--- src/source/coreTypesPkg.sv ---
// Core datapath types
`default_nettype none

package coreTypesPkg;

	// datapath and register index widths
	localparam int Xlen = 32;
	localparam int RegIdxW = 5;

	// canonical nop, addi x0, x0, 0
	localparam logic [Xlen-1:0] Nop = 32'h0000_0013;

	// major opcodes in use
	typedef enum logic [6:0] {
		OpcLui    = 7'b0110111,
		OpcOpImm  = 7'b0010011,
		OpcOp     = 7'b0110011,
		OpcLoad   = 7'b0000011,
		OpcStore  = 7'b0100011,
		OpcBranch = 7'b1100011,
		OpcJal    = 7'b1101111,
		OpcJalr   = 7'b1100111,
		OpcSystem = 7'b1110011
	} opcodeT;

	typedef enum logic [3:0] {
		AluAdd, AluSub, AluAnd, AluOr, AluXor, AluSlt, AluPassB, AluEq, AluNe
	} aluOpT;

	// source of an EX operand
	typedef enum logic [1:0] {
		FwdReg = 2'd0,
		FwdMem = 2'd1,
		FwdWb  = 2'd2
	} fwdSelT;

endpackage

`default_nettype wire

--- src/source/registerFile.sv ---
// Integer register file
`timescale 1ns/1ps
`default_nettype none

module registerFile (
	input  wire logic clk,
	input  wire logic arstN,
	input  wire logic [coreTypesPkg::RegIdxW-1:0] rs1,
	input  wire logic [coreTypesPkg::RegIdxW-1:0] rs2,
	input  wire logic [coreTypesPkg::RegIdxW-1:0] rd,
	input  wire logic [coreTypesPkg::Xlen-1:0] wdata,
	input  wire logic wen,
	output logic [coreTypesPkg::Xlen-1:0] rdata1,
	output logic [coreTypesPkg::Xlen-1:0] rdata2
);
	import coreTypesPkg::*;

	logic [Xlen-1:0] regs [32];

	always_ff @(posedge clk or negedge arstN) begin
		if (!arstN)
			regs <= '{default: '0};
		else if (wen && (rd != '0))
			regs[rd] <= wdata;
	end

	// same-cycle write passes straight to the reader
	assign rdata1 = (rs1 == '0) ? '0 : (wen && (rd == rs1)) ? wdata : regs[rs1];
	assign rdata2 = (rs2 == '0) ? '0 : (wen && (rd == rs2)) ? wdata : regs[rs2];

endmodule

`default_nettype wire

--- config.mk ---
export PLATFORM = sky130hd
export DESIGN_NAME = registerFile
export DESIGN_NICKNAME = d
export VERILOG_FILES = /design/src/source/coreTypesPkg.sv /design/src/source/registerFile.sv
export SDC_FILE = /design/constraint.sdc
export NUM_CORES = 2
export LEC_CHECK = 0
export ABC_CLOCK_PERIOD_IN_PS = 3700
export BUFFER_PORTS_ARGS = -buffer_cell sky130_fd_sc_hd__buf_2
export CELL_PAD_IN_SITES_DETAIL_PLACEMENT = 1
export CELL_PAD_IN_SITES_GLOBAL_PLACEMENT = 1
export CORE_ASPECT_RATIO = 0.9
export CORE_UTILIZATION = 44
export CTS_BUF_LIST = sky130_fd_sc_hd__clkbuf_4 sky130_fd_sc_hd__clkbuf_8
export DETAILED_ROUTE_END_ITERATION = 12
export PLACE_DENSITY_LB_ADDON = 0.1
export SYNTH_ARGS = -nofsm -noshare
export SYNTH_HDL_FRONTEND = slang
export SYNTH_SLANG_ARGS = --single-unit
export TNS_END_PERCENT = 50
--- constraint.sdc ---
create_clock -name clk -period 3.7 [get_ports clk]
set_clock_uncertainty 0.2 [all_clocks]
set_input_delay 0.555 -clock clk [delete_from_list [all_inputs] [get_ports clk]]
set_output_delay 0.555 -clock clk [all_outputs]
set_load 0.1 [all_outputs]
==> flow_summary.yaml <==
cells_and_area:
  fin_util: 0.524
  largest_register_ffs: 1024
  top_register: "regs"
  nNetsFinal: 3898
  nFillCells: 11560
  drive_above_1_share: 0.544
  fin_area_sq_um: 64300
  syn_to_final_growth_pct: 17.9
  reg.largest.list: "regs x1024"
global_route:
  grt_remaining_overflow: 0
  grt_max_degree: 117
  grt_usage: 0.332
  grt_pass1_wl_mm: 300
  grt_pass1_vias: 40736
  grt_antenna_before_repair: 8
floorplanning:
  start_util: 0.444
  ios: 114
  die_w_um: 373
  core-area_sq_um: 123000
  die_area_sq_um: 125000
  fp.dieH_um: 336
  num_rows: 122
power_and_ir_drop:
  total_leakage_power_nw: 28.1
  vdd_drop_max_v: 0.000378
  power_density_nw_per_um2: 539
clocking:
  clock_latency_ns: 0.91
  cts.clk_slew.worst_paths_ns: 0.06
  htree_levels: 4
  cts_tree: "yes"
  cts.sinks: 1024
  numCtsBuffers: 179
  clock_path_buffers: 3
  root_buffer: "clkbuf_8"
yosys:
  synth.most_common_cell: "dfrtp_1"
  synth_nets: 3723
  synth_top_family_by_area: "multiplexers"
  synth_fa_ha_area_frac: 0
  syn_avg_cell_area_sq_um: 14.9
  synth_xor_area_frac: 0.00161
  yosysTopAreaCellShare: 0.470
  muxShareOfSynthArea: 0.417
  synth_area_leaders: "dfrtp_1 47%, mux2_2 19%, mux4_2 17%"
  netlist_instances: 3673
  yosys_register_bits: 1024
  synth_compound_area_frac: 0.0662
  synth_edf_count: 0
  syn_area_sq_um: 54500
  synth.distinct_cells: 53
  synth_warnings: 0
  async_reset_ff_frac: 1.00
  ys_seq_area_frac: 0.470
  synth_common_cells: "1024 x dfrtp_1, 898 x mux2_2, 412 x mux4_2"
  synth_simple_gate_area_frac: 0.00938
  synth_top_flop_cell: "dfrtp_1"
  synth_top_area_cell: "dfrtp_1"
sta:
  worst_pin_slew_ns: 1.02
  rsz0062_at_grt: "yes"
  slew_viol_final: 0
  min_period_ns: 3.67
  timing.slew.headroom: 0.310
  min_period_over_period: 0.992
  max_freq_mhz: 272
  hold_violations: 0
  whs_ns: 0.0495
  setup_violations: 0
hold_path:
  min_path_type: "primary input to asynchronous set/reset pin"
critical_path:
  ff2ff_path_depth: 2
  start_kind: "primary input"
  crit_slowest_cell: "o41ai_2"
  crit_fanout: 10
  path_cells: "buf_2 > xnor2_2 > nand2_1 > o41ai_2 > buf_12 > a21oi_1 > a221o_1 > buf_12"
  cp.required_ns: 2.94
  worst-setup-path-type: "primary input to output port"
  critical_path_arrival_ns: 2.92
  cpPeakStageDelay_ns: 0.94
  r2r-start: "regs[724]"
  cpMostUsedCell: "buf_12"
  reg2reg_to: "regs[724]"
  endpoint_kind: "output port"
  regToRegSetupSlack_ns: 2.57
place:
  dp_hpwl_mm: 127
  post_dp_cell_area_sq_um: 59700
  gp_congestion: 0.833
  io_buffer_count: 113
run:
  drv_cap: 0
run_status:
  outcome: "completed"
route:
  num_vias: 37273
  drcViolationCount: 0
  drt_pass1_iterations: 7
  avgRoutedWirePerCell_um: 36.6
  routed_wl_mm: 205
  vias_per_cell: 6.65
  antenna_left: 0
  drt_first_iter_violations: 2941
-- worst max-delay path by stage --
stage	from	endpoint	slack [ns]	cells past startpoint
2_1_floorplan	rs2[0]	rdata2[3]	-0.42	9
3_3_place_gp	rs1[0]	rdata1[17]	-0.12	9
3_5_place_dp	rs1[0]	rdata1[17]	-0.15	9
4_1_cts	regs[625]	rdata1[17]	-0.04	7
5_1_grt	regs[593]	rdata1[17]	-0.07	7
6_report	rd[0]	rdata2[22]	0.03	8
-- power breakdown --
| part | internal, W | switching, W |
|---|---|---|
| sequential | 0.0133 | 0.00168 |
| combinational | 0.00448 | 0.00400 |
| clock | 0.00621 | 0.00498 |
| total | 0.0240 | 0.0107 |
-- logic make-up (layout without fill, tap and decap cells) --
kind of cell,Yosys count,count (layout)
and+or+nand+nor,101,101
xor gates and xnor gates,10,10
other,0,8
muxes,1634,1634
AOI/OAI and AO/OA,466,466
DFF,1024,1024
buffers and inverters,438,748
-- metal layers --
metal	track usage	vias up	wire length (um)
met5	0	-	24
li1	-	14726	-
met2	0.520	1425	95400
met3	0.0745	440	15100
met1	0.450	20678	86400
met4	0.129	4	8050
-- area by class of cell --
| cell class | instances | area, sq um | share of cell area |
|---|---|---|---|
| repair buffers | 431 | 5100 | 0.0793 |
| clock inverters | 29 | 208 | 0.00323 |
| inverters | 1 | 3.75 | 0.0000584 |
| clock buffers | 287 | 3610 | 0.0561 |
| diodes | 8 | 20.0 | 0.000311 |
| multi-input cells | 2211 | 27800 | 0.431 |
| flip-flops and latches | 1024 | 25600 | 0.398 |
| well taps | 1612 | 2020 | 0.0314 |
-- timing repair --
item / in CTS / in global routing
hold buffers: 2 / 0
endpoints found under the hold margin: 289 / 0
buffers inserted: 9 / 6
cloned: 0 / 0
pin swaps: 37 / 16
endpoints found under the setup margin: 38 / 37
resized for setup: 99 / 27
-- metrics by stage --
stage,worst slack [ns],setup TNS (ns),std cells,power [W]
2_1_floorplan,-0.423,-1.66,3673,0.0204
3_3_place_gp,-0.119,-0.456,5265,0.0228
3_5_place_dp,-0.146,-0.329,5265,0.0234
4_1_cts,-0.0375,-0.186,5589,0.0348
5_1_grt,-0.0678,-0.330,5602,0.0361
6_report,0.0286,0,5603,0.0347
-- worst max-delay path: cells and delay by family --
kind,cells,cell delay [ns]
and+or+nand+nor,1,0.11
AOI/OAI and AO/OA,3,1.36
buffers and inverters,3,0.62
xor gates and xnor gates,1,0.23
-- cell usage in the layout, fill, tap and decap left out, drive strengths merged, types with 10 or more instances in the layout --
master	instances
o22ai	44
o211ai	17
nand2	38
mux2i	227
o221a	12
a2111oi	41
clkinv	16
clkbuf	287
a221o	12
a22oi	95
a32o	10
nor2	24
a21oi	84
o221ai	43
dfrtp	1024
mux4	412
mux2	995
buf	429
o21ai	10
a22o	71
No activity file was read; power rests on OpenSTA's default activity.
