**src/source/coreTypesPkg.sv**
```systemverilog
// Core datapath types
`default_nettype none

package coreTypesPkg;

	// datapath and register index widths
	localparam int Xlen = 32;
	localparam int RegIdxW = 5;

	// canonical nop, addi x0, x0, 0
	localparam logic [Xlen-1:0] Nop = 32'h0000_0013;

	// major opcodes in use
	typedef enum logic [6:0] {
		OpcLui    = 7'b0110111,
		OpcOpImm  = 7'b0010011,
		OpcOp     = 7'b0110011,
		OpcLoad   = 7'b0000011,
		OpcStore  = 7'b0100011,
		OpcBranch = 7'b1100011,
		OpcJal    = 7'b1101111,
		OpcJalr   = 7'b1100111,
		OpcSystem = 7'b1110011
	} opcodeT;

	typedef enum logic [3:0] {
		AluAdd, AluSub, AluAnd, AluOr, AluXor, AluSlt, AluPassB, AluEq, AluNe
	} aluOpT;

	// source of an EX operand
	typedef enum logic [1:0] {
		FwdReg = 2'd0,
		FwdMem = 2'd1,
		FwdWb  = 2'd2
	} fwdSelT;

endpackage

`default_nettype wire

```
**src/source/instDecoder.sv**
```systemverilog
// Instruction decoder
`timescale 1ns/1ps
`default_nettype none

module instDecoder (
	input  wire logic [coreTypesPkg::Xlen-1:0] inst,
	output logic [coreTypesPkg::RegIdxW-1:0] rs1,
	output logic [coreTypesPkg::RegIdxW-1:0] rs2,
	output logic [coreTypesPkg::RegIdxW-1:0] rd,
	output logic [coreTypesPkg::Xlen-1:0] imm,
	output coreTypesPkg::aluOpT aluOp,
	output logic useImm,
	output logic regWrite,
	output logic isLoad,
	output logic isStore,
	output logic isBranch,
	output logic isJal,
	output logic isJalr,
	output logic isHalt
);
	import coreTypesPkg::*;

	logic [2:0] funct3;
	logic [6:0] funct7;
	logic useRs1;
	logic useRs2;

	assign funct3 = inst[14:12];
	assign funct7 = inst[31:25];

	// unused source fields read as x0 so they never stall
	assign rs1 = useRs1 ? inst[19:15] : '0;
	assign rs2 = useRs2 ? inst[24:20] : '0;

	always_comb begin
		// default is the nop, which also covers unsupported encodings
		rd = '0;
		imm = '0;
		aluOp = AluAdd;
		useImm = 1'b1;
		regWrite = 1'b0;
		isLoad = 1'b0;
		isStore = 1'b0;
		isBranch = 1'b0;
		isJal = 1'b0;
		isJalr = 1'b0;
		isHalt = 1'b0;
		useRs1 = 1'b0;
		useRs2 = 1'b0;
		unique case (opcodeT'(inst[6:0]))
			OpcLui: begin
				// U immediate
				imm = {inst[31:12], 12'b0};
				aluOp = AluPassB;
				rd = inst[11:7];
				regWrite = 1'b1;
			end
			OpcOpImm: begin
				imm = {{20{inst[31]}}, inst[31:20]};
				rd = inst[11:7];
				useRs1 = 1'b1;
				regWrite = 1'b1;
				case (funct3)
					3'b000: aluOp = AluAdd;
					3'b010: aluOp = AluSlt;
					3'b100: aluOp = AluXor;
					3'b110: aluOp = AluOr;
					3'b111: aluOp = AluAnd;
					default: begin
						rd = '0;
						regWrite = 1'b0;
						useRs1 = 1'b0;
					end
				endcase
			end
			OpcOp: begin
				useImm = 1'b0;
				rd = inst[11:7];
				useRs1 = 1'b1;
				useRs2 = 1'b1;
				regWrite = 1'b1;
				case ({funct7, funct3})
					10'b0000000_000: aluOp = AluAdd;
					10'b0100000_000: aluOp = AluSub;
					10'b0000000_010: aluOp = AluSlt;
					10'b0000000_100: aluOp = AluXor;
					10'b0000000_110: aluOp = AluOr;
					10'b0000000_111: aluOp = AluAnd;
					default: begin
						useImm = 1'b1;
						rd = '0;
						regWrite = 1'b0;
						useRs1 = 1'b0;
						useRs2 = 1'b0;
					end
				endcase
			end
			OpcLoad: begin
				// word loads only
				if (funct3 == 3'b010) begin
					imm = {{20{inst[31]}}, inst[31:20]};
					rd = inst[11:7];
					useRs1 = 1'b1;
					regWrite = 1'b1;
					isLoad = 1'b1;
				end
			end
			OpcStore: begin
				if (funct3 == 3'b010) begin
					// S immediate
					imm = {{20{inst[31]}}, inst[31:25], inst[11:7]};
					useRs1 = 1'b1;
					useRs2 = 1'b1;
					isStore = 1'b1;
				end
			end
			OpcBranch: begin
				if (funct3[2:1] == 2'b00) begin
					// B immediate
					imm = {{19{inst[31]}}, inst[31], inst[7], inst[30:25], inst[11:8], 1'b0};
					aluOp = funct3[0] ? AluNe : AluEq;
					useImm = 1'b0;
					useRs1 = 1'b1;
					useRs2 = 1'b1;
					isBranch = 1'b1;
				end
			end
			OpcJal: begin
				// J immediate
				imm = {{11{inst[31]}}, inst[31], inst[19:12], inst[20], inst[30:21], 1'b0};
				rd = inst[11:7];
				regWrite = 1'b1;
				isJal = 1'b1;
			end
			OpcJalr: begin
				if (funct3 == 3'b000) begin
					imm = {{20{inst[31]}}, inst[31:20]};
					rd = inst[11:7];
					useRs1 = 1'b1;
					regWrite = 1'b1;
					isJalr = 1'b1;
				end
			end
			OpcSystem: begin
				// ebreak only
				isHalt = (inst == 32'h0010_0073);
			end
			default: begin
				isHalt = 1'b0;
			end
		endcase
	end

endmodule

`default_nettype wire

```
**config.mk**
```make
export PLATFORM = sky130hd
export DESIGN_NAME = instDecoder
export DESIGN_NICKNAME = d
export VERILOG_FILES = /design/src/source/coreTypesPkg.sv /design/src/source/instDecoder.sv
export SDC_FILE = /design/constraint.sdc
export NUM_CORES = 1
export LEC_CHECK = 0
export ABC_CLOCK_PERIOD_IN_PS = 2130
export BUFFER_PORTS_ARGS = -buffer_cell sky130_fd_sc_hd__buf_2
export CELL_PAD_IN_SITES_DETAIL_PLACEMENT = 1
export CELL_PAD_IN_SITES_GLOBAL_PLACEMENT = 2
export CORE_MARGIN = 2
export CORE_UTILIZATION = 17
export DETAILED_ROUTE_END_ITERATION = 7
export PLACE_DENSITY_LB_ADDON = 0.1
export SYNTH_ARGS = -nofsm -noshare
export SYNTH_HDL_FRONTEND = slang
export SYNTH_SLANG_ARGS = --single-unit
```
**constraint.sdc**
```tcl
create_clock -name vclk -period 2.13
set_input_delay 0.213 -clock vclk [all_inputs]
set_output_delay 0.213 -clock vclk [all_outputs]
set_load 0.005 [all_outputs]
```
==> flow_summary.yaml <==
critical_path:
  worstPathMaxFanout: 5
  crit_slowest_cell: "a2111o_1"
  start_kind: "primary input"
  crit_type: "primary input to output port"
  crit_required_ns: 1.92
  cp_cell_sequence: "buf_8, or3b_4, a2111o_1, a41oi_2, buf_4, a21o_1, buf_2"
  critPathArrivalTime_ns: 1.88
  cpPeakStageDelay_ns: 0.50
  critPathCaptureType: "output port"
worst_hold_path:
  worstHoldPathType: "primary input to output port"
drt:
  finalWirelength_um: 5018
  remaining_drc_errors: 0
  drtIter0Drc: 27
  wl_per_cell_um: 16.35
  dr.pass1.iters: 4
  vias: 1495
  final_antenna_net_count: 0
  vias_per_cell: 4.870
cells_and_area:
  stdcell_count: 307
  layout_commonest_cell: "buf_2"
  synthToLayoutAreaGrowth_pct: 72.90
  n_antenna_cell: 0
  seq_area_um2: 0
  nNetsFinal: 269
  nClkBuffers: 0
  design.seq.count: 0
  final_cell_mix: "buf_2, buf_4, a21o_1"
  final_layout_size_suffix_gt1_share_pct: 53.62
timing:
  rsz0062_at_grt: "true"
  fin_crit_sh_pct: 98.35
  hold_viol_final: 0
  slew_headroom_pct: 65.24
  setup_viol: 0
  whs_ns: 0.6516
  worst_pin_slew_ns: 0.5214
  maxSlewViolCount: 0
  layout_setup_ws_ns: 0.03520
  final.setup.tns_ns: 0
  fmax_mhz: 477.4
  min_period_ns: 2.095
global_route:
  antenna_found_initial: 0
  overflow: 0
  grt_pass1_wl_um: 7907
  grt_max_degree: 13
  grt_pass1_vias: 1501
  grt_use_total_pct: 15.43
synthesis:
  syn_area_per_cell_um2: 7.100
  syn_nets: 164
  syn-cell-area_um2: 937.1
  synthXorXnorAreaFrac_pct: 0.9346
  synthAdderAreaFrac_pct: 0
  synthMuxAreaShare_pct: 1.202
  synthCells: 132
  synth_seq_area_share_pct: 0
  yosysUniqueCellTypes: 51
  synth_top_family_by_area: "compound AO/OA/AOI/OAI gates"
  synth_compound_area_share_pct: 48.20
  yosysWarnings: 0
  synth-simple-area-share_pct: 39.79
floorplanning:
  dieArea_um2: 6122
  coreArea_um2: 5405
  die_w_um: 78.25
  initial_core_util_pct: 17.34
  dieHeight_um: 78.25
  io_pins: 91
  rows: 27
pwr:
  p_leak_uw: 0.001033
  peakVddDrop_uv: 44.81
  power_density_nw_per_um2: 94.50
place:
  dp.cells: 305
  place.gp.congestion: 0.8326
  dpl.hpwl_um: 4184
  numPortBuffers: 91
  pre_cts_slack_ns: -0.06754
flow_run:
  max_cap_violations: 0
outcome:
  status: "completed"
-- final timing paths --
check	slack [ns]	cells past startpoint	to	from
worst max-delay path	0.04	7	imm[22]	inst[6]
worst min-delay path	0.65	3	aluOp[0]	inst[12]
-- metal layers --
layer	vias to the layer above	global-route usage (%)	wire (um)	part of all wire [%]
met5	-	0	0	0
met4	0	0.8772	21	0.42
met3	2	1.494	322	6.4
met2	57	29.31	2476	49
met1	716	19.59	2198	44
li1	720	-	-	-
-- cell usage after synthesis, drive strengths merged (2+ instances only) --
cell,number,area [um^2]
a21o,19,142.6
a21boi,10,78.83
nand2,9,33.78
inv,7,26.28
and2,6,37.54
a21oi,5,28.78
a22o,5,43.79
buf,5,50.04
nor2b,5,31.28
nor4,5,37.53
clkbuf,4,16.26
nand3,4,20.02
nand4,4,25.02
nor3,4,20.02
or3b,4,35.04
a31oi,3,33.78
nor2,3,11.26
a2111o,2,22.52
nand3b,2,15.01
o21ai,2,10.01
or4,2,15.01
-- cell families (layout without fill, tap and decap cells) --
group / after synthesis / in the layout
muxes: 1 / 1
buffers and inverters: 16 / 119
xor gates and xnor gates: 1 / 1
AOI/OAI and AO/OA: 55 / 55
and+or+nand+nor: 59 / 59
-- through the flow --
step / instance area [um^2] / total power [uW] / utilization [%]
6_report: 1620 / 153.1 / 29.98
3_5_place_dp: 1559 / 144.8 / 28.84
4_1_cts: 1560 / 145.4 / 28.87
5_1_grt: 1620 / 167.8 / 29.98
2_1_floorplan: 937.1 / 61.48 / -
3_3_place_gp: 1559 / 141.7 / 28.84
-- worst max-delay path: cells and delay by family --
family          cells  cell delay, ns
compound gates      3            0.88
buf+inv             3            0.38
simple gates        1            0.41
-- layout make-up --
cell class	count	area [um^2]
Tap cell	72	90.09
Timing Repair Buffer	112	639.4
Multi-Input combinational cell	116	864.6
Inverter	7	26.28
Fill cell	729	3785
-- power by group --
group | total (uW) | internal, uW | switching (uW) | leakage (uW)
registers | 0 | 0 | 0 | 0
clock network | 0 | 0 | 0 | 0
logic | 153 | 73.7 | 79.4 | 0.00103
total | 153 | 73.7 | 79.4 | 0.00103
-- timing repair --
action                     in CTS  in global routing
buffers inserted                0                  1
pin swaps                       2                  6
gates resized for setup         1                 14
gates cloned                    0                  1
setup endpoints to repair      20                 20
hold buffers                    0                  0
Note: power is estimated with default switching activity, not from simulation.
