--- src/source/coreTypesPkg.sv ---
// Core datapath types
`default_nettype none

package coreTypesPkg;

	// datapath and register index widths
	localparam int Xlen = 32;
	localparam int RegIdxW = 5;

	// canonical nop, addi x0, x0, 0
	localparam logic [Xlen-1:0] Nop = 32'h0000_0013;

	// major opcodes in use
	typedef enum logic [6:0] {
		OpcLui    = 7'b0110111,
		OpcOpImm  = 7'b0010011,
		OpcOp     = 7'b0110011,
		OpcLoad   = 7'b0000011,
		OpcStore  = 7'b0100011,
		OpcBranch = 7'b1100011,
		OpcJal    = 7'b1101111,
		OpcJalr   = 7'b1100111,
		OpcSystem = 7'b1110011
	} opcodeT;

	typedef enum logic [3:0] {
		AluAdd, AluSub, AluAnd, AluOr, AluXor, AluSlt, AluPassB, AluEq, AluNe
	} aluOpT;

	// source of an EX operand
	typedef enum logic [1:0] {
		FwdReg = 2'd0,
		FwdMem = 2'd1,
		FwdWb  = 2'd2
	} fwdSelT;

endpackage

`default_nettype wire

--- src/source/pipeControl.sv ---
// Pipeline hazard control
`timescale 1ns/1ps
`default_nettype none

module pipeControl (
	input  wire logic clk,
	input  wire logic arstN,
	input  wire logic [coreTypesPkg::RegIdxW-1:0] idRs1,
	input  wire logic [coreTypesPkg::RegIdxW-1:0] idRs2,
	input  wire logic [coreTypesPkg::RegIdxW-1:0] exRd,
	input  wire logic exRegWrite,
	input  wire logic exIsLoad,
	input  wire logic [coreTypesPkg::RegIdxW-1:0] memRd,
	input  wire logic memRegWrite,
	input  wire logic [coreTypesPkg::RegIdxW-1:0] wbRd,
	input  wire logic wbRegWrite,
	input  wire logic exRedirect,
	input  wire logic wbHalt,
	output logic stall,
	output logic flush,
	output coreTypesPkg::fwdSelT fwdA,
	output coreTypesPkg::fwdSelT fwdB,
	output logic halted
);
	import coreTypesPkg::*;

	logic loadUse;

	// load in EX feeding the instruction in ID
	assign loadUse = exIsLoad && exRegWrite && (exRd != '0) &&
		((exRd == idRs1) || (exRd == idRs2));

	// redirect wins over stall, nothing moves once halted
	assign flush = exRedirect && !halted;
	assign stall = loadUse && !exRedirect && !halted;

	// selection for the next cycle, when EX moves to MEM and MEM to WB
	// the WB writer already reaches ID through write-through
	always_comb begin
		fwdA = FwdReg;
		fwdB = FwdReg;
		if (memRegWrite && (memRd != '0) && (memRd == idRs1))
			fwdA = FwdWb;
		if (exRegWrite && (exRd != '0) && (exRd == idRs1))
			fwdA = FwdMem;
		if (memRegWrite && (memRd != '0) && (memRd == idRs2))
			fwdB = FwdWb;
		if (exRegWrite && (exRd != '0) && (exRd == idRs2))
			fwdB = FwdMem;
	end

	// sticky halt, cleared only by reset
	always_ff @(posedge clk or negedge arstN) begin
		if (!arstN)
			halted <= 1'b0;
		else if (wbHalt)
			halted <= 1'b1;
	end

endmodule

`default_nettype wire

--- config.mk ---
export PLATFORM = sky130hd
export DESIGN_NAME = pipeControl
export DESIGN_NICKNAME = d
export VERILOG_FILES = /design/src/source/coreTypesPkg.sv /design/src/source/pipeControl.sv
export SDC_FILE = /design/constraint.sdc
export NUM_CORES = 1
export LEC_CHECK = 0
export ABC_CLOCK_PERIOD_IN_PS = 1500
export BUFFER_PORTS_ARGS = -buffer_cell sky130_fd_sc_hd__buf_2
export CAP_MARGIN = 30
export CORE_AREA = 2 2 39 41
export CTS_CLUSTER_DIAMETER = 30
export DETAILED_ROUTE_END_ITERATION = 10
export DIE_AREA = 0 0 41 43
export PLACE_DENSITY = 0.66
export REMOVE_ABC_BUFFERS = 1
export SYNTH_ARGS = -nofsm -noshare
export SYNTH_HDL_FRONTEND = slang
export SYNTH_SLANG_ARGS = --single-unit
--- constraint.sdc ---
create_clock -name clk -period 1.5 [get_ports clk]
set_input_delay 0.225 -clock clk [delete_from_list [all_inputs] [get_ports clk]]
set_output_delay 0.225 -clock clk [all_outputs]
set_load 0.1 [all_outputs]
==> impl_metrics.ini, run 1 <==
[outcome]
status = finished, violations left
violations = setup timing

[power_and_ir_drop]
powerDensity_nw_per_um2 = 290
power.share.switching_pct = 43.5
vdd_ir_drop_max_mv = 0.144
leakagePower_nw = 0.385
clkPwrFrac_pct = 0
power_mw = 0.256
comb_power_share_pct = 89.3
p_int_mw = 0.144
p_sw_mw = 0.111
seq_power_share_pct = 10.7

[yosys]
seq_area_frac_synth_pct = 7.07
ys_ff_latch = 1
yosys_most_used_dff = dfrtp_1
synth.avg_cell_area_um2 = 9.08
yosysWarnings = 0
yosysTopAreaCellShare_pct = 34.6
yosysTopAreaCell = xor2_1
synthesis.area_um2 = 354
synth_area_leaders = xor2_1 35%, xnor2_1 15%, nor4_2 14%
yosys.cell_types.count = 14
synthMostInstantiatedCell = xor2_1
synthTopCellsByCount = 14 x xor2_1, 6 x xnor2_1, 4 x nor4_2, 3 x or4_1
syn_inst = 39
synthArstFlopShare_pct = 100
synth_edf_count = 0

[setup_path]
end_kind = output port
slowest_delay_ns = 0.53
path_class = in -> out
cpLargestDelayFamily = simple AND/OR/NAND/NOR gates
arrival_ns = 1.60
cp_cell_sequence = buf_6, or4_4, o21ai_4, nor4_4, nor4_4, buf_12
required_ns = 1.27
path_common_cell = nor4_4
critPathSlowestCell = or4_4
cp_num_buf_inv = 2
start_kind = input port
crit_fanout = 3

[die]
die_area_um2 = 1760
core_region_area_um2 = 1380
std_cell_rows = 14
die_w_um = 41
start_util_pct = 25.6
io-pin-count = 40
fp.dieH_um = 43

[routing]
wl_um = 1440
drt_iter0_markers = 0
wl_met1_um = 491
remaining_drc_errors = 0
wl_met2_um = 866
met3_length_um = 85
vias = 478
wl_per_cell_um = 13.9
highest_layer = met3
via_per_inst = 4.60
dr.pass1.iters = 1
drt.antenna.violating_nets = 0

[cells_and_area]
largest_reg_flops = 1
post-route-util_pct = 63.8
top_register = halted
top_regs = halted (1)
drive_gt1_share_pct = 75.0
fillCellCount = 124
n_antenna_cell = 0
area_growth_syn_to_layout_pct = 149
final_nets = 123

[grt]
grt_pass1_vias = 501
grt_max_degree = 4
overflow = 0
antenna_found_initial = 0
grt_pass1_wl_um = 2120
grt_usage_pct = 17.1

[sta]
period_share_pct = 121
setup_viol = 5
max_freq_ghz = 0.549
post-route-min-period_ns = 1.82
rsz0062_at_grt = yes
setup_slack_ns = -0.321
finClkSkew_ns = 0
hold_viol = 0
worst_pin_slew_ns = 0.486
maxSlewViolCount = 0
slew_headroom_pct = 67.8

[placed_design]
routabilityCongestion = 0.804
dp_hpwl_um = 1120
io_buffers = 33

[job]
cap_violations = 0

[clock_network]
clkTransAtPathRegs_ns = 0
cts_setup_buffers = 0
holdBufCountCts = 0
clock_latency_ns = 0

[min_path]
hold_path.class = in -> async
## worst register-to-register path: stages (launching register included)
cell	delay (ns)
dfrtp_1	0.37
buf_4	0.14
or2_2	0.28
## layer usage
| layer | vias up | track usage [%] |
|---|---|---|
| met5 | - | 0 |
| met4 | 0 | 0 |
| met3 | 0 | 0.524 |
| met2 | 19 | 33.1 |
| met1 | 218 | 20.3 |
| li1 | 241 | - |
## final cells by class
| class | count | area [µm²] | area share (%) |
|---|---|---|---|
| multi-input cells | 38 | 437 | 49.4 |
| repair buffers | 49 | 402 | 45.5 |
| flip-flops and latches | 1 | 25.0 | 2.83 |
| well taps | 16 | 20.0 | 2.27 |
## worst paths after layout
kind,startpoint,endpoint,slack (ns),cells after the start
setup / recovery,exRd[2],fwdA[1],-0.32,6
hold / removal,arstN,halted$_DFFE_PN0P_,0.0007,1
setup reg to reg,halted$_DFFE_PN0P_,halted$_DFFE_PN0P_,0.58,2
hold reg to reg,halted$_DFFE_PN0P_,halted$_DFFE_PN0P_,0.59,2
max in group asynchronous,arstN,halted$_DFFE_PN0P_,1.41,1
min in group clk,wbHalt,halted$_DFFE_PN0P_,0.42,2
## power groups by stage
stage | sequential, mW | combinational, mW | clock [mW]
2_1_floorplan | 0.0275 | 0.0725 | 0
3_3_place_gp | 0.0275 | 0.168 | 0
4_1_cts | 0.0275 | 0.203 | 0
6_report | 0.0275 | 0.228 | 0
5_1_grt | 0.0275 | 0.242 | 0
3_5_place_dp | 0.0275 | 0.173 | 0
## placed cells by master (no fill, tap or decap)
cell type / Yosys / final
buf_12: 0 / 5
buf_4: 0 / 15
nor4_4: 0 / 4
or4_1: 3 / 1
o21a_1: 1 / 1
or2_2: 1 / 1
o21ai_4: 1 / 1
xnor2_1: 6 / 1
xor2_1: 14 / 14
nor3_1: 2 / 2
o21ai_1: 1 / 1
dfrtp_1: 1 / 1
nor4b_2: 0 / 1
nand3_2: 0 / 2
buf_6: 0 / 7
buf_2: 0 / 22
xnor2_4: 0 / 1
nor2b_1: 1 / 1
or4_4: 1 / 3
xnor2_2: 0 / 4
## timing repair
item / in CTS / in global routing
endpoints found under the setup margin: 5 / 5
resized for setup: 19 / 8
pin swaps: 7 / 2
endpoints found under the hold margin: 0 / 0
## kinds of logic (layout without fill, tap and decap cells)
group | after synthesis | count (layout) | share of synthesized area [%]
xor+xnor | 20 | 20 | 49.5
simple gates | 15 | 15 | 35.3
compound gates | 3 | 3 | 8.13
flops | 1 | 1 | 7.07
buf+inv | 0 | 49 | 0
## per-stage QoR
step,TNS [ns],hold slack [ns],cell area (µm²),std cells,worst slack (ns)
CTS,-1.34,0.00162,822,104,-0.302
floorplan,-7.14,-0.0706,354,39,-1.80
global route,-1.58,0.00612,883,104,-0.377
detailed placement,-1.61,0.00162,719,104,-0.464
global placement,-1.44,0.0000301,719,104,-0.431
finish,-1.37,0.000711,883,104,-0.321
Power figures use the tool's default switching activity.
==> run 2, diff against run 1 <==
Settings changed: BUFFER_PORTS_ARGS -buffer_cell sky130_fd_sc_hd__buf_2 to default, CORE_AREA 2 2 39 41 to 3 3 40 42, DIE_AREA 0 0 41 43 to 0 0 43 45, DONT_BUFFER_PORTS from default to 1, MAX_ROUTING_LAYER from default to met4, PLACE_DENSITY 0.66 to default.
==> run 2 against run 1 <==
Effect of this change: the run still ends with setup timing left; wire length decreased by 27%; largest power group unchanged; final area decreased by 29%; die area increased by 9.8%; critical path type unchanged; sequential power about the same; global-route usage decreased by 5.3 points; combinational power decreased by 46%.
==> impl_metrics.ini, run 2 (synthesis results as in run 1) <==
[outcome]
violations = setup timing
status = finished, violations left

[sta]
setup_slack_ns = -0.253
maxSlewViolCount = 0
worst_pin_slew_ns = 0.326
max_freq_ghz = 0.570
setup_viol = 5
tns_ns = -1.02
slew_headroom_pct = 78.2
hold_viol = 0
rsz0062_at_grt = yes
finClkSkew_ns = 0
post-route-min-period_ns = 1.75
period_share_pct = 117

[cells_and_area]
layout_common_cells = 14 x xor2_1, 6 x xnor2_1, 5 x buf_4
drive_gt1_share_pct = 45.3
multiInputGateArea_um2 = 380
layout.cells.non_filler = 68
ff_latch_area_um2 = 25.0
n_antenna_cell = 0
final_nets = 88
top_register = halted
mostFrequentLayoutCell = xor2_1
post-route-util_pct = 49.0
top_regs = halted (1)
area_growth_syn_to_layout_pct = 77.7
fillCellCount = 123
largest_reg_flops = 1

[grt]
grt_max_degree = 4
antenna_found_initial = 0
grt_usage_pct = 11.8
overflow = 0
grt_pass1_wl_um = 1740
grt_pass1_vias = 431

[setup_path]
crit_fanout = 3
required_ns = 1.27
end_kind = output port
worstSetupStartpoint = exRd[2]
cp_num_buf_inv = 2
path_common_cell = nor4_4
cp_cell_sequence = or4_4, o21ai_4, buf_4, nor4_4, nor4_4, buf_12
path_class = in -> out
critPathSlowestCell = or4_4
start_kind = input port
slowest_delay_ns = 0.53
cpLargestDelayFamily = simple AND/OR/NAND/NOR gates
worstReg2RegStart = halted$_DFFE_PN0P_
arrival_ns = 1.53

[routing]
wl_per_cell_um = 15.5
drt.antenna.violating_nets = 0
vias = 360
wl_um = 1050
dr.pass1.iters = 1
via_per_inst = 5.29
remaining_drc_errors = 0
drt_iter0_markers = 0

[min_path]
hold_path.class = in -> reg
hold_start = wbHalt

[power_and_ir_drop]
power_mw = 0.150
leakagePower_nw = 0.208
vdd_ir_drop_max_mv = 0.115
powerDensity_nw_per_um2 = 238

[die]
std_cell_rows = 13
io-pin-count = 40
die_area_um2 = 1940
fp.dieH_um = 45
die_w_um = 43
start_util_pct = 27.6
core_region_area_um2 = 1280

[placed_design]
routabilityCongestion = 0.770
place_inst = 64
io_buffers = 0
dp_hpwl_um = 1040

[clock_network]
clkTransAtPathRegs_ns = 0
clock_latency_ns = 0

[job]
cap_violations = 0
run 2: worst paths after layout:
kind	end	slack, ns	cells after the start
worst max-delay path	fwdA[1]	-0.25	6
worst min-delay path	halted$_DFFE_PN0P_	0.34	1
worst max register to register	halted$_DFFE_PN0P_	0.44	2
worst min register to register	halted$_DFFE_PN0P_	0.86	2
max in group asynchronous	halted$_DFFE_PN0P_	0.94	1
min in group asynchronous	halted$_DFFE_PN0P_	0.45	1
run 2: timing repair:
action,4_1_cts,5_1_grt
endpoints found under the hold margin,1,0
gates resized for setup,2,3
pin swaps,3,0
gates cloned,0,0
endpoints found under the setup margin,5,5
setup buffers,3,1
hold buffers,1,0
run 2: metal layers:
metal	global-route usage, %	wire length (µm)	vias up
li1	-	-	171
met1	9.59	260	163
met2	24.3	590	26
met3	6.77	201	0
met4	0	0	0
met5	-	0	-
run 2: where the power goes:
part	switching, mW	internal, mW
clock network	0	0
logic	0.0609	0.0616
registers	0.0000000000000000429	0.0275
total	0.0609	0.0890
run 2: stage by stage:
stage                     instance area (µm²)  hold WS (ns)  worst slack (ns)
after floorplan                           354       -0.0706             -1.80
after global placement                    576       -0.0706            -0.304
after detailed placement                  576       -0.0705            -0.341
after CTS                                 616         0.348            -0.258
after global routing                      629         0.358            -0.303
final                                     629         0.342            -0.253
run 2: cell type report:
class | count | area share [%]
multi-input combinational | 38 | 60.4
tap | 15 | 2.98
sequential | 1 | 3.98
timing repair buffer | 14 | 32.6
run 2: worst reg2reg max path, delay by kind of cell (launching register included):
kind	cells	cell delay (ns)
flops	1	0.37
simple gates	1	0.33
buf+inv	1	0.24
