$ cat src/source/coreTypesPkg.sv
// Core datapath types
`default_nettype none

package coreTypesPkg;

	// datapath and register index widths
	localparam int Xlen = 32;
	localparam int RegIdxW = 5;

	// canonical nop, addi x0, x0, 0
	localparam logic [Xlen-1:0] Nop = 32'h0000_0013;

	// major opcodes in use
	typedef enum logic [6:0] {
		OpcLui    = 7'b0110111,
		OpcOpImm  = 7'b0010011,
		OpcOp     = 7'b0110011,
		OpcLoad   = 7'b0000011,
		OpcStore  = 7'b0100011,
		OpcBranch = 7'b1100011,
		OpcJal    = 7'b1101111,
		OpcJalr   = 7'b1100111,
		OpcSystem = 7'b1110011
	} opcodeT;

	typedef enum logic [3:0] {
		AluAdd, AluSub, AluAnd, AluOr, AluXor, AluSlt, AluPassB, AluEq, AluNe
	} aluOpT;

	// source of an EX operand
	typedef enum logic [1:0] {
		FwdReg = 2'd0,
		FwdMem = 2'd1,
		FwdWb  = 2'd2
	} fwdSelT;

endpackage

`default_nettype wire

$ cat src/source/execAlu.sv
// Execute stage ALU
`timescale 1ns/1ps
`default_nettype none

module execAlu (
	input  wire logic [coreTypesPkg::Xlen-1:0] opA,
	input  wire logic [coreTypesPkg::Xlen-1:0] opB,
	input  wire coreTypesPkg::aluOpT aluOp,
	output logic [coreTypesPkg::Xlen-1:0] result,
	output logic branchTaken
);
	import coreTypesPkg::*;

	logic isEqual;
	logic lessSigned;

	assign isEqual = (opA == opB);
	assign lessSigned = $signed(opA) < $signed(opB);

	always_comb begin
		branchTaken = 1'b0;
		unique case (aluOp)
			AluAdd: result = opA + opB;
			AluSub: result = opA - opB;
			AluAnd: result = opA & opB;
			AluOr: result = opA | opB;
			AluXor: result = opA ^ opB;
			AluSlt: result = {{(Xlen-1){1'b0}}, lessSigned};
			AluPassB: result = opB;
			AluEq: begin
				branchTaken = isEqual;
				result = {{(Xlen-1){1'b0}}, isEqual};
			end
			AluNe: begin
				branchTaken = !isEqual;
				result = {{(Xlen-1){1'b0}}, !isEqual};
			end
			default: result = '0;
		endcase
	end

endmodule

`default_nettype wire

$ cat config.mk
export PLATFORM = sky130hd
export DESIGN_NAME = execAlu
export DESIGN_NICKNAME = d
export VERILOG_FILES = /design/src/source/coreTypesPkg.sv /design/src/source/execAlu.sv
export SDC_FILE = /design/constraint.sdc
export NUM_CORES = 1
export LEC_CHECK = 0
export BUFFER_PORTS_ARGS = -buffer_cell sky130_fd_sc_hd__buf_2
export CORE_ASPECT_RATIO = 1.1
export CORE_UTILIZATION = 30
export DETAILED_ROUTE_END_ITERATION = 12
export PLACE_DENSITY_LB_ADDON = 0.05
export SYNTH_ARGS = -nofsm -noshare
export SYNTH_HDL_FRONTEND = slang
export SYNTH_SLANG_ARGS = --single-unit
$ cat constraint.sdc
create_clock -name vclk -period 4.5
set_input_delay 0.225 -clock vclk [all_inputs]
set_output_delay 0.225 -clock vclk [all_outputs]
set_load 0.05 [all_outputs]
==> impl_results.rst, run 1 <==
.. list-table::
   :header-rows: 1

   * - Metric
     - Value
   * - Final period demand of the worst path
     - 3.65 ns
   * - Startpoint type of the worst setup path
     - input pin
   * - Worst hold margin
     - 0.922 ns
   * - Cell with the most instances after synthesis
     - inv_1
   * - Worst endpoint data arrival time
     - 3.42 ns
   * - Effective utilization at floorplan
     - 31.0%
   * - Nets in the synthesized netlist
     - 942
   * - Number of distinct library cells after synthesis
     - 81
   * - Drt initial violations
     - 370
   * - Peak ir drop on the vdd network
     - 0.0518 mV
   * - Core region area
     - 16600 µm²
   * - 1st-pass router iterations
     - 5
   * - Library cell occupying the most area in the post-synthesis netlist
     - ha_1
   * - Die Wd
     - 127 µm
   * - Synthesis warning total
     - 0
   * - Most frequent cells after synthesis
     - 97 x inv_1, 96 x ha_1, 77 x a21oi_1
   * - Final Net Count
     - 1015
   * - Proportion of layout cells with a drive suffix above 1
     - 17.5%
   * - Global-route congestion overflow total
     - 0
   * - Top-area cell type share of the netlist area
     - 23.4%
   * - Final hold viol count
     - 0
   * - Total vias in the final route
     - 6183
   * - Sequential cell area in the final layout
     - 0 µm²
   * - Crit path kind
     - in -> out
   * - Worst hold stages
     - 4
   * - Buffers plus inverters on the worst setup path
     - 4
   * - Required time at the endpoint of the critical path
     - 4.28 ns
   * - ANT cells
     - 0
   * - Site row count
     - 49
   * - Wire length of the first global-routing pass
     - 32000 µm
   * - Number of placed I/O pins
     - 101
   * - GP Congestion
     - 0.926
   * - PortBufs
     - 101
   * - Post-synthesis sequential area ratio
     - 0%
   * - Count of non-filler cells in the finished layout
     - 1051
   * - Cell types occupying the most area after synthesis
     - ha_1 23%, a21oi_1 7.5%, inv_1 7.1%
   * - Setup TNS after final layout
     - 0 ns
   * - Leakage dissipation
     - 2.79 nW
   * - Cells after DPL
     - 1051
   * - Maximum number of pins on one net before global-route repair
     - 22
   * - Fmax achieved
     - 274 MHz
   * - Post-detailed-route count of antenna-violating nets
     - 0
   * - RSZ-0062 raised after global routing
     - no
   * - Crit. End Element
     - output port
   * - Worst-path cell with the longest stage delay
     - fa_1
   * - Vias in the first global route
     - 6029
   * - Cell family contributing the most delay on the critical path
     - compound AO/OA/AOI/OAI gates
   * - Max_cap viols
     - 0
   * - Synthesized area
     - 5130 µm²
   * - Area added between synthesis and finish
     - 13.4%
   * - Sequential cell count of the final layout
     - 0
   * - Avg Vias per Cell
     - 5.88
   * - CTS Hold Bufs
     - 0
   * - Antenna violations before repair
     - 1
   * - Full die area
     - 17600 µm²
   * - Power density over cell area
     - 144 nW/µm²
   * - Outcome
     - completed
   * - Max-slew violation total from the final report
     - 0
   * - Setup violation total in the final timing report
     - 0
   * - Avg Cell Area, Syn
     - 6.61 µm²
   * - Number of remaining DRC errors
     - 0
   * - Transition time of the tightest slew-check pin
     - 0.867 ns
   * - Instance count on the critical path
     - 15
   * - GRT Util Overall
     - 22.3%
   * - Post-CTS Repair Setup Buffers
     - 0
   * - Worst min-delay path class
     - in -> out
   * - Wirelength per Cell
     - 19.2 µm
   * - Detailed Route WL
     - 20200 µm
   * - Highest fanout seen on the critical path
     - 5
   * - Crit-path max cell delay
     - 0.43 ns
   * - Instance count of the mapped netlist
     - 776
   * - Detailed placement HPWL
     - 16200 µm
   * - DIE HEIGHT
     - 139 µm
   * - Gates resized, CTS repair
     - 0
   * - Final worst-path cycle share
     - 81.0%
   * - Number of clock buffers in the layout
     - 0
   * - Crit path cell chain
     - buf_2 > inv_1 > ha_1 > inv_1 > fa_1 > nand2b_4 > a221oi_2 > nor4b_4 > nor3_2 > o31ai_4 > o31ai_2 > o41a_1 > mux2_2 > o22ai_1 > buf_2
   * - Worst slew margin relative to its limit
     - 42.2%
per-stage QoR:
| step | instance area [µm²] | setup slack (ns) | utilization [%] | power, mW |
|---|---|---|---|---|
| floorplan | 5130 | 1.02 | - | 0.599 |
| global placement | 5820 | 0.942 | 35.1 | 0.828 |
| detailed placement | 5820 | 0.877 | 35.1 | 0.830 |
| CTS | 5820 | 0.865 | 35.1 | 0.835 |
| global route | 5820 | 0.718 | 35.1 | 0.912 |
| finish | 5820 | 0.854 | 35.1 | 0.838 |
final timing paths:
path | from | to | slack (ns)
worst min-delay path | opB[1] | result[1] | 0.92
worst max-delay path | opA[0] | result[30] | 0.85
cell families after synthesis:
kind of cell | synth area share, %
mux | 0.854
compound gates | 42.7
xor+xnor | 1.37
buf+inv | 11.0
fa+ha+maj | 24.2
simple gates | 19.9
power breakdown:
part	internal [mW]	switching (mW)
logic	0.266	0.573
registers	0	0
clock network	0	0
routing by layer:
metal	routed length, µm	global-route usage (%)	part of all wire [%]	vias to the layer above
li1	-	-	-	2998
met1	8900	28.4	44	2970
met2	10000	41.1	50	185
met3	889	1.16	4.4	28
met4	389	4.57	1.9	2
met5	12	0	0.059	-
tightest hold or removal path, cell delays in order:
cell and delay, ns:
buf_2 0.13, nand2_1 0.06, o211ai_1 0.07, buf_2 0.21
layout by cell type, fill, tap and decap left out, types with 10 or more instances in the layout:
| cell | n |
|---|---|
| nor2_1 | 71 |
| nor3_1 | 25 |
| o21ai_0 | 48 |
| buf_4 | 13 |
| buf_2 | 101 |
| a21oi_1 | 77 |
| a221oi_1 | 27 |
| ha_1 | 96 |
| nand3_1 | 24 |
| o211ai_1 | 15 |
| a22oi_1 | 14 |
| nand2_1 | 43 |
| o31ai_1 | 10 |
| inv_1 | 97 |
| o21bai_1 | 10 |
| a21o_1 | 13 |
final cells by class:
| class | count | area, µm² |
|---|---|---|
| timing repair buffer | 114 | 603 |
| fill | 1841 | 10700 |
| inverter | 101 | 379 |
| tap | 204 | 255 |
| multi-input combinational | 632 | 4580 |
(Power assumes the default switching activity.)
==> run 2: changes to the inputs <==
Settings changed: ABC_AREA from default to 1.
Clock period 4.5 ns to 3.12 ns, I/O delays scaled along.
==> run 2 against run 1 <==
  * Critical path depth unchanged
  * Cell count grew 61%
  * Global-route usage rose by 1.3 points
==> impl_results.rst, run 2 <==
.. list-table::
   :header-rows: 1

   * - Metric
     - Value
   * - Utilization after layout
     - 33.7%
   * - Final Net Count
     - 1566
   * - Instance count of the mapped netlist
     - 1320
   * - Sequential cell area in the final layout
     - 0 µm²
   * - Setup TNS after final layout
     - 0 ns
   * - Final hold viol count
     - 0
   * - Worst hold stages
     - 4
   * - Maximum number of pins on one net before global-route repair
     - 27
   * - Post-placement setup slack
     - 0.316 ns
   * - Detailed placement HPWL
     - 23900 µm
   * - Proportion of layout cells with a drive suffix above 1
     - 12.3%
   * - Total vias in the final route
     - 8110
   * - Post-synthesis sequential area ratio
     - 0%
   * - Most frequent cells after synthesis
     - 436 x nand2_1, 288 x inv_1, 116 x nand3_1
   * - Commonest non-fill, non-tap cell in the layout
     - nand2_1
   * - Crit-path max cell delay
     - 0.52 ns
   * - Number of placed I/O pins
     - 101
   * - Area of the multi-input gates
     - 5320 µm²
   * - Vias in the first global route
     - 7976
   * - Area added between synthesis and finish
     - 10.3%
   * - ANT cells
     - 0
   * - RSZ-0062 raised after global routing
     - no
   * - 1st-pass router iterations
     - 5
   * - Final period demand of the worst path
     - 2.82 ns
   * - Drt initial violations
     - 421
   * - Peak ir drop on the vdd network
     - 0.0725 mV
   * - Crit path kind
     - in -> out
   * - Endpoint with the worst hold slack
     - branchTaken
   * - Worst endpoint data arrival time
     - 2.67 ns
   * - Highest fanout seen on the critical path
     - 6
   * - Post-detailed-route count of antenna-violating nets
     - 0
   * - Cell types occupying the most area after synthesis
     - nand2_1 24%, ha_1 18%, inv_1 16%
   * - Detailed Route WL
     - 27600 µm
   * - Internal Power
     - 0.383 mW
   * - Most frequent cell on the critical path
     - nand2_1
   * - Outcome
     - completed
   * - GR Util met3
     - 1.09%
   * - Setup violation total in the final timing report
     - 0
   * - Design Area, Final
     - 7460 µm²
   * - Global-route congestion overflow total
     - 0
   * - Buffers plus inverters on the worst setup path
     - 2
   * - Transition time of the tightest slew-check pin
     - 0.592 ns
   * - Setup ws final
     - 0.298 ns
   * - Most congested layer reported by global routing
     - met2
   * - GRT Util Overall
     - 23.6%
   * - Worst-path cell with the longest stage delay
     - fa_1
   * - Avg Cell Area, Syn
     - 5.13 µm²
   * - Dpl cell area
     - 7460 µm²
   * - Synthesized area
     - 6770 µm²
   * - Reported net switching power
     - 0.973 mW
   * - Nets in the synthesized netlist
     - 1486
   * - Power density over cell area
     - 182 nW/µm²
   * - Antenna violations before repair
     - 0
   * - Top-area cell type share of the netlist area
     - 24.2%
   * - Worst slew margin relative to its limit
     - 60.5%
   * - Library cell occupying the most area in the post-synthesis netlist
     - nand2_1
   * - Wire length of the first global-routing pass
     - 43100 µm
   * - Synthesis warning total
     - 0
   * - Site row count
     - 57
   * - Fmax achieved
     - 354 MHz
   * - Full die area
     - 23200 µm²
   * - Gates resized, CTS repair
     - 0
   * - Leakage dissipation
     - 4.62 nW
   * - Cell family contributing the most delay on the critical path
     - simple AND/OR/NAND/NOR gates
   * - Crit path cell chain
     - buf_2 > ha_1 > fa_1 > nand3_1 > nand3_1 > nand2_1 > nand2_1 > nand2_1 > nand2_1 > nand2_1 > nand2_1 > nand2_1 > nand3_1 > nand3_1 > buf_2
   * - Cells after DPL
     - 1693
   * - Start point of the worst hold path
     - aluOp[3]
   * - Switching part of the total
     - 71.8%
   * - Relative contribution of the clock network to total power
     - 0%
   * - Number of remaining DRC errors
     - 0
   * - M1 GR Usage
     - 28.5%
   * - DIE HEIGHT
     - 160 µm
   * - Effective utilization at floorplan
     - 30.6%
   * - CTS Hold Bufs
     - 0
   * - Crit. End Element
     - output port
   * - Cell with the most instances after synthesis
     - nand2_1
   * - Post-CTS Repair Setup Buffers
     - 0
   * - Wirelength per Cell
     - 16.3 µm
   * - Commonest cells after routing, fill and taps aside
     - 436 x nand2_1, 288 x inv_1, 116 x nand3_1
   * - Startpoint type of the worst setup path
     - input pin
   * - Avg Vias per Cell
     - 4.79
   * - PortBufs
     - 101
   * - Grt met2 use
     - 45.2%
   * - Count of filler cells inserted in the layout
     - 2765
   * - Part of the total power dissipated in combinational logic
     - 100.0%
   * - Max-slew violation total from the final report
     - 0
   * - Number of clock buffers in the layout
     - 0
   * - Count of non-filler cells in the finished layout
     - 1693
   * - Final worst-path cycle share
     - 90.4%
   * - Number of distinct library cells after synthesis
     - 41
   * - Core region area
     - 22100 µm²
   * - Sequential group share of total power
     - 0%
   * - Required time at the endpoint of the critical path
     - 2.96 ns
   * - Die Wd
     - 145 µm
   * - GP Congestion
     - 0.927
   * - Max_cap viols
     - 0
   * - Sequential cell count of the final layout
     - 0
   * - Worst min-delay path class
     - in -> out
==> run 2: changes by cell type after synthesis, moves of 25 or more <==
| cell | before | now |
|---|---|---|
| nor2_1 | 71 | 97 |
| clkbuf_1 | 28 | 0 |
| inv_1 | 97 | 288 |
| a21oi_1 | 77 | 52 |
| nand2_1 | 43 | 436 |
| nand3_1 | 24 | 116 |
==> run 2: power by group through the flow <==
stage,combinational (mW),sequential (mW),clock (mW)
final,1.36,0,0
after floorplan,0.973,0,0
after global placement,1.35,0,0
after global routing,1.50,0,0
after CTS,1.36,0,0
after detailed placement,1.35,0,0
==> run 2: area by class of cell <==
| type | instances | area share [%] |
|---|---|---|
| Timing Repair Buffer | 116 | 8.29 |
| Tap cell | 295 | 4.95 |
| Multi-Input combinational cell | 976 | 71.4 |
| Inverter | 306 | 15.4 |
==> run 2: per-stage QoR <==
stage | power (mW) | hold slack, ns
2_1_floorplan | 0.973 | 0.676
3_3_place_gp | 1.35 | 0.792
3_5_place_dp | 1.35 | 0.789
4_1_cts | 1.36 | 0.790
5_1_grt | 1.50 | 0.838
6_report | 1.36 | 0.788
==> run 2: tightest hold or removal path, stage by stage <==
cell and delay [ns]:
buf_2 0.12, nand3_1 0.08, a21oi_1 0.07, buf_2 0.21
==> run 2: logic make-up (layout without fill, tap and decap cells) <==
logic type,Yosys count,after routing,share of synthesized area (%)
buffers and inverters,344,422,21.3
AO/OA/AOI/OAI,163,163,14.8
adder cells (fa/ha/maj),98,98,18.3
AND/OR/NAND/NOR,713,713,45.3
XOR/XNOR,2,2,0.259
==> run 2: metal layers <==
metal,vias up,share of wire [%]
li1,4247,-
met2,160,51
met3,34,3.2
met5,-,0
met4,0,2.8
met1,3669,43
==> run 2: worst max path at each step <==
| stage | slack (ns) | to | start | depth (start not counted) |
|---|---|---|---|---|
| after floorplan | 0.53 | result[0] | opB[21] | 12 |
| after global placement | 0.31 | result[30] | opB[0] | 15 |
| after detailed placement | 0.32 | result[30] | opB[0] | 15 |
| after CTS | 0.31 | result[30] | opB[0] | 15 |
| after global routing | 0.08 | result[22] | opA[0] | 15 |
| final | 0.30 | result[30] | opB[0] | 15 |
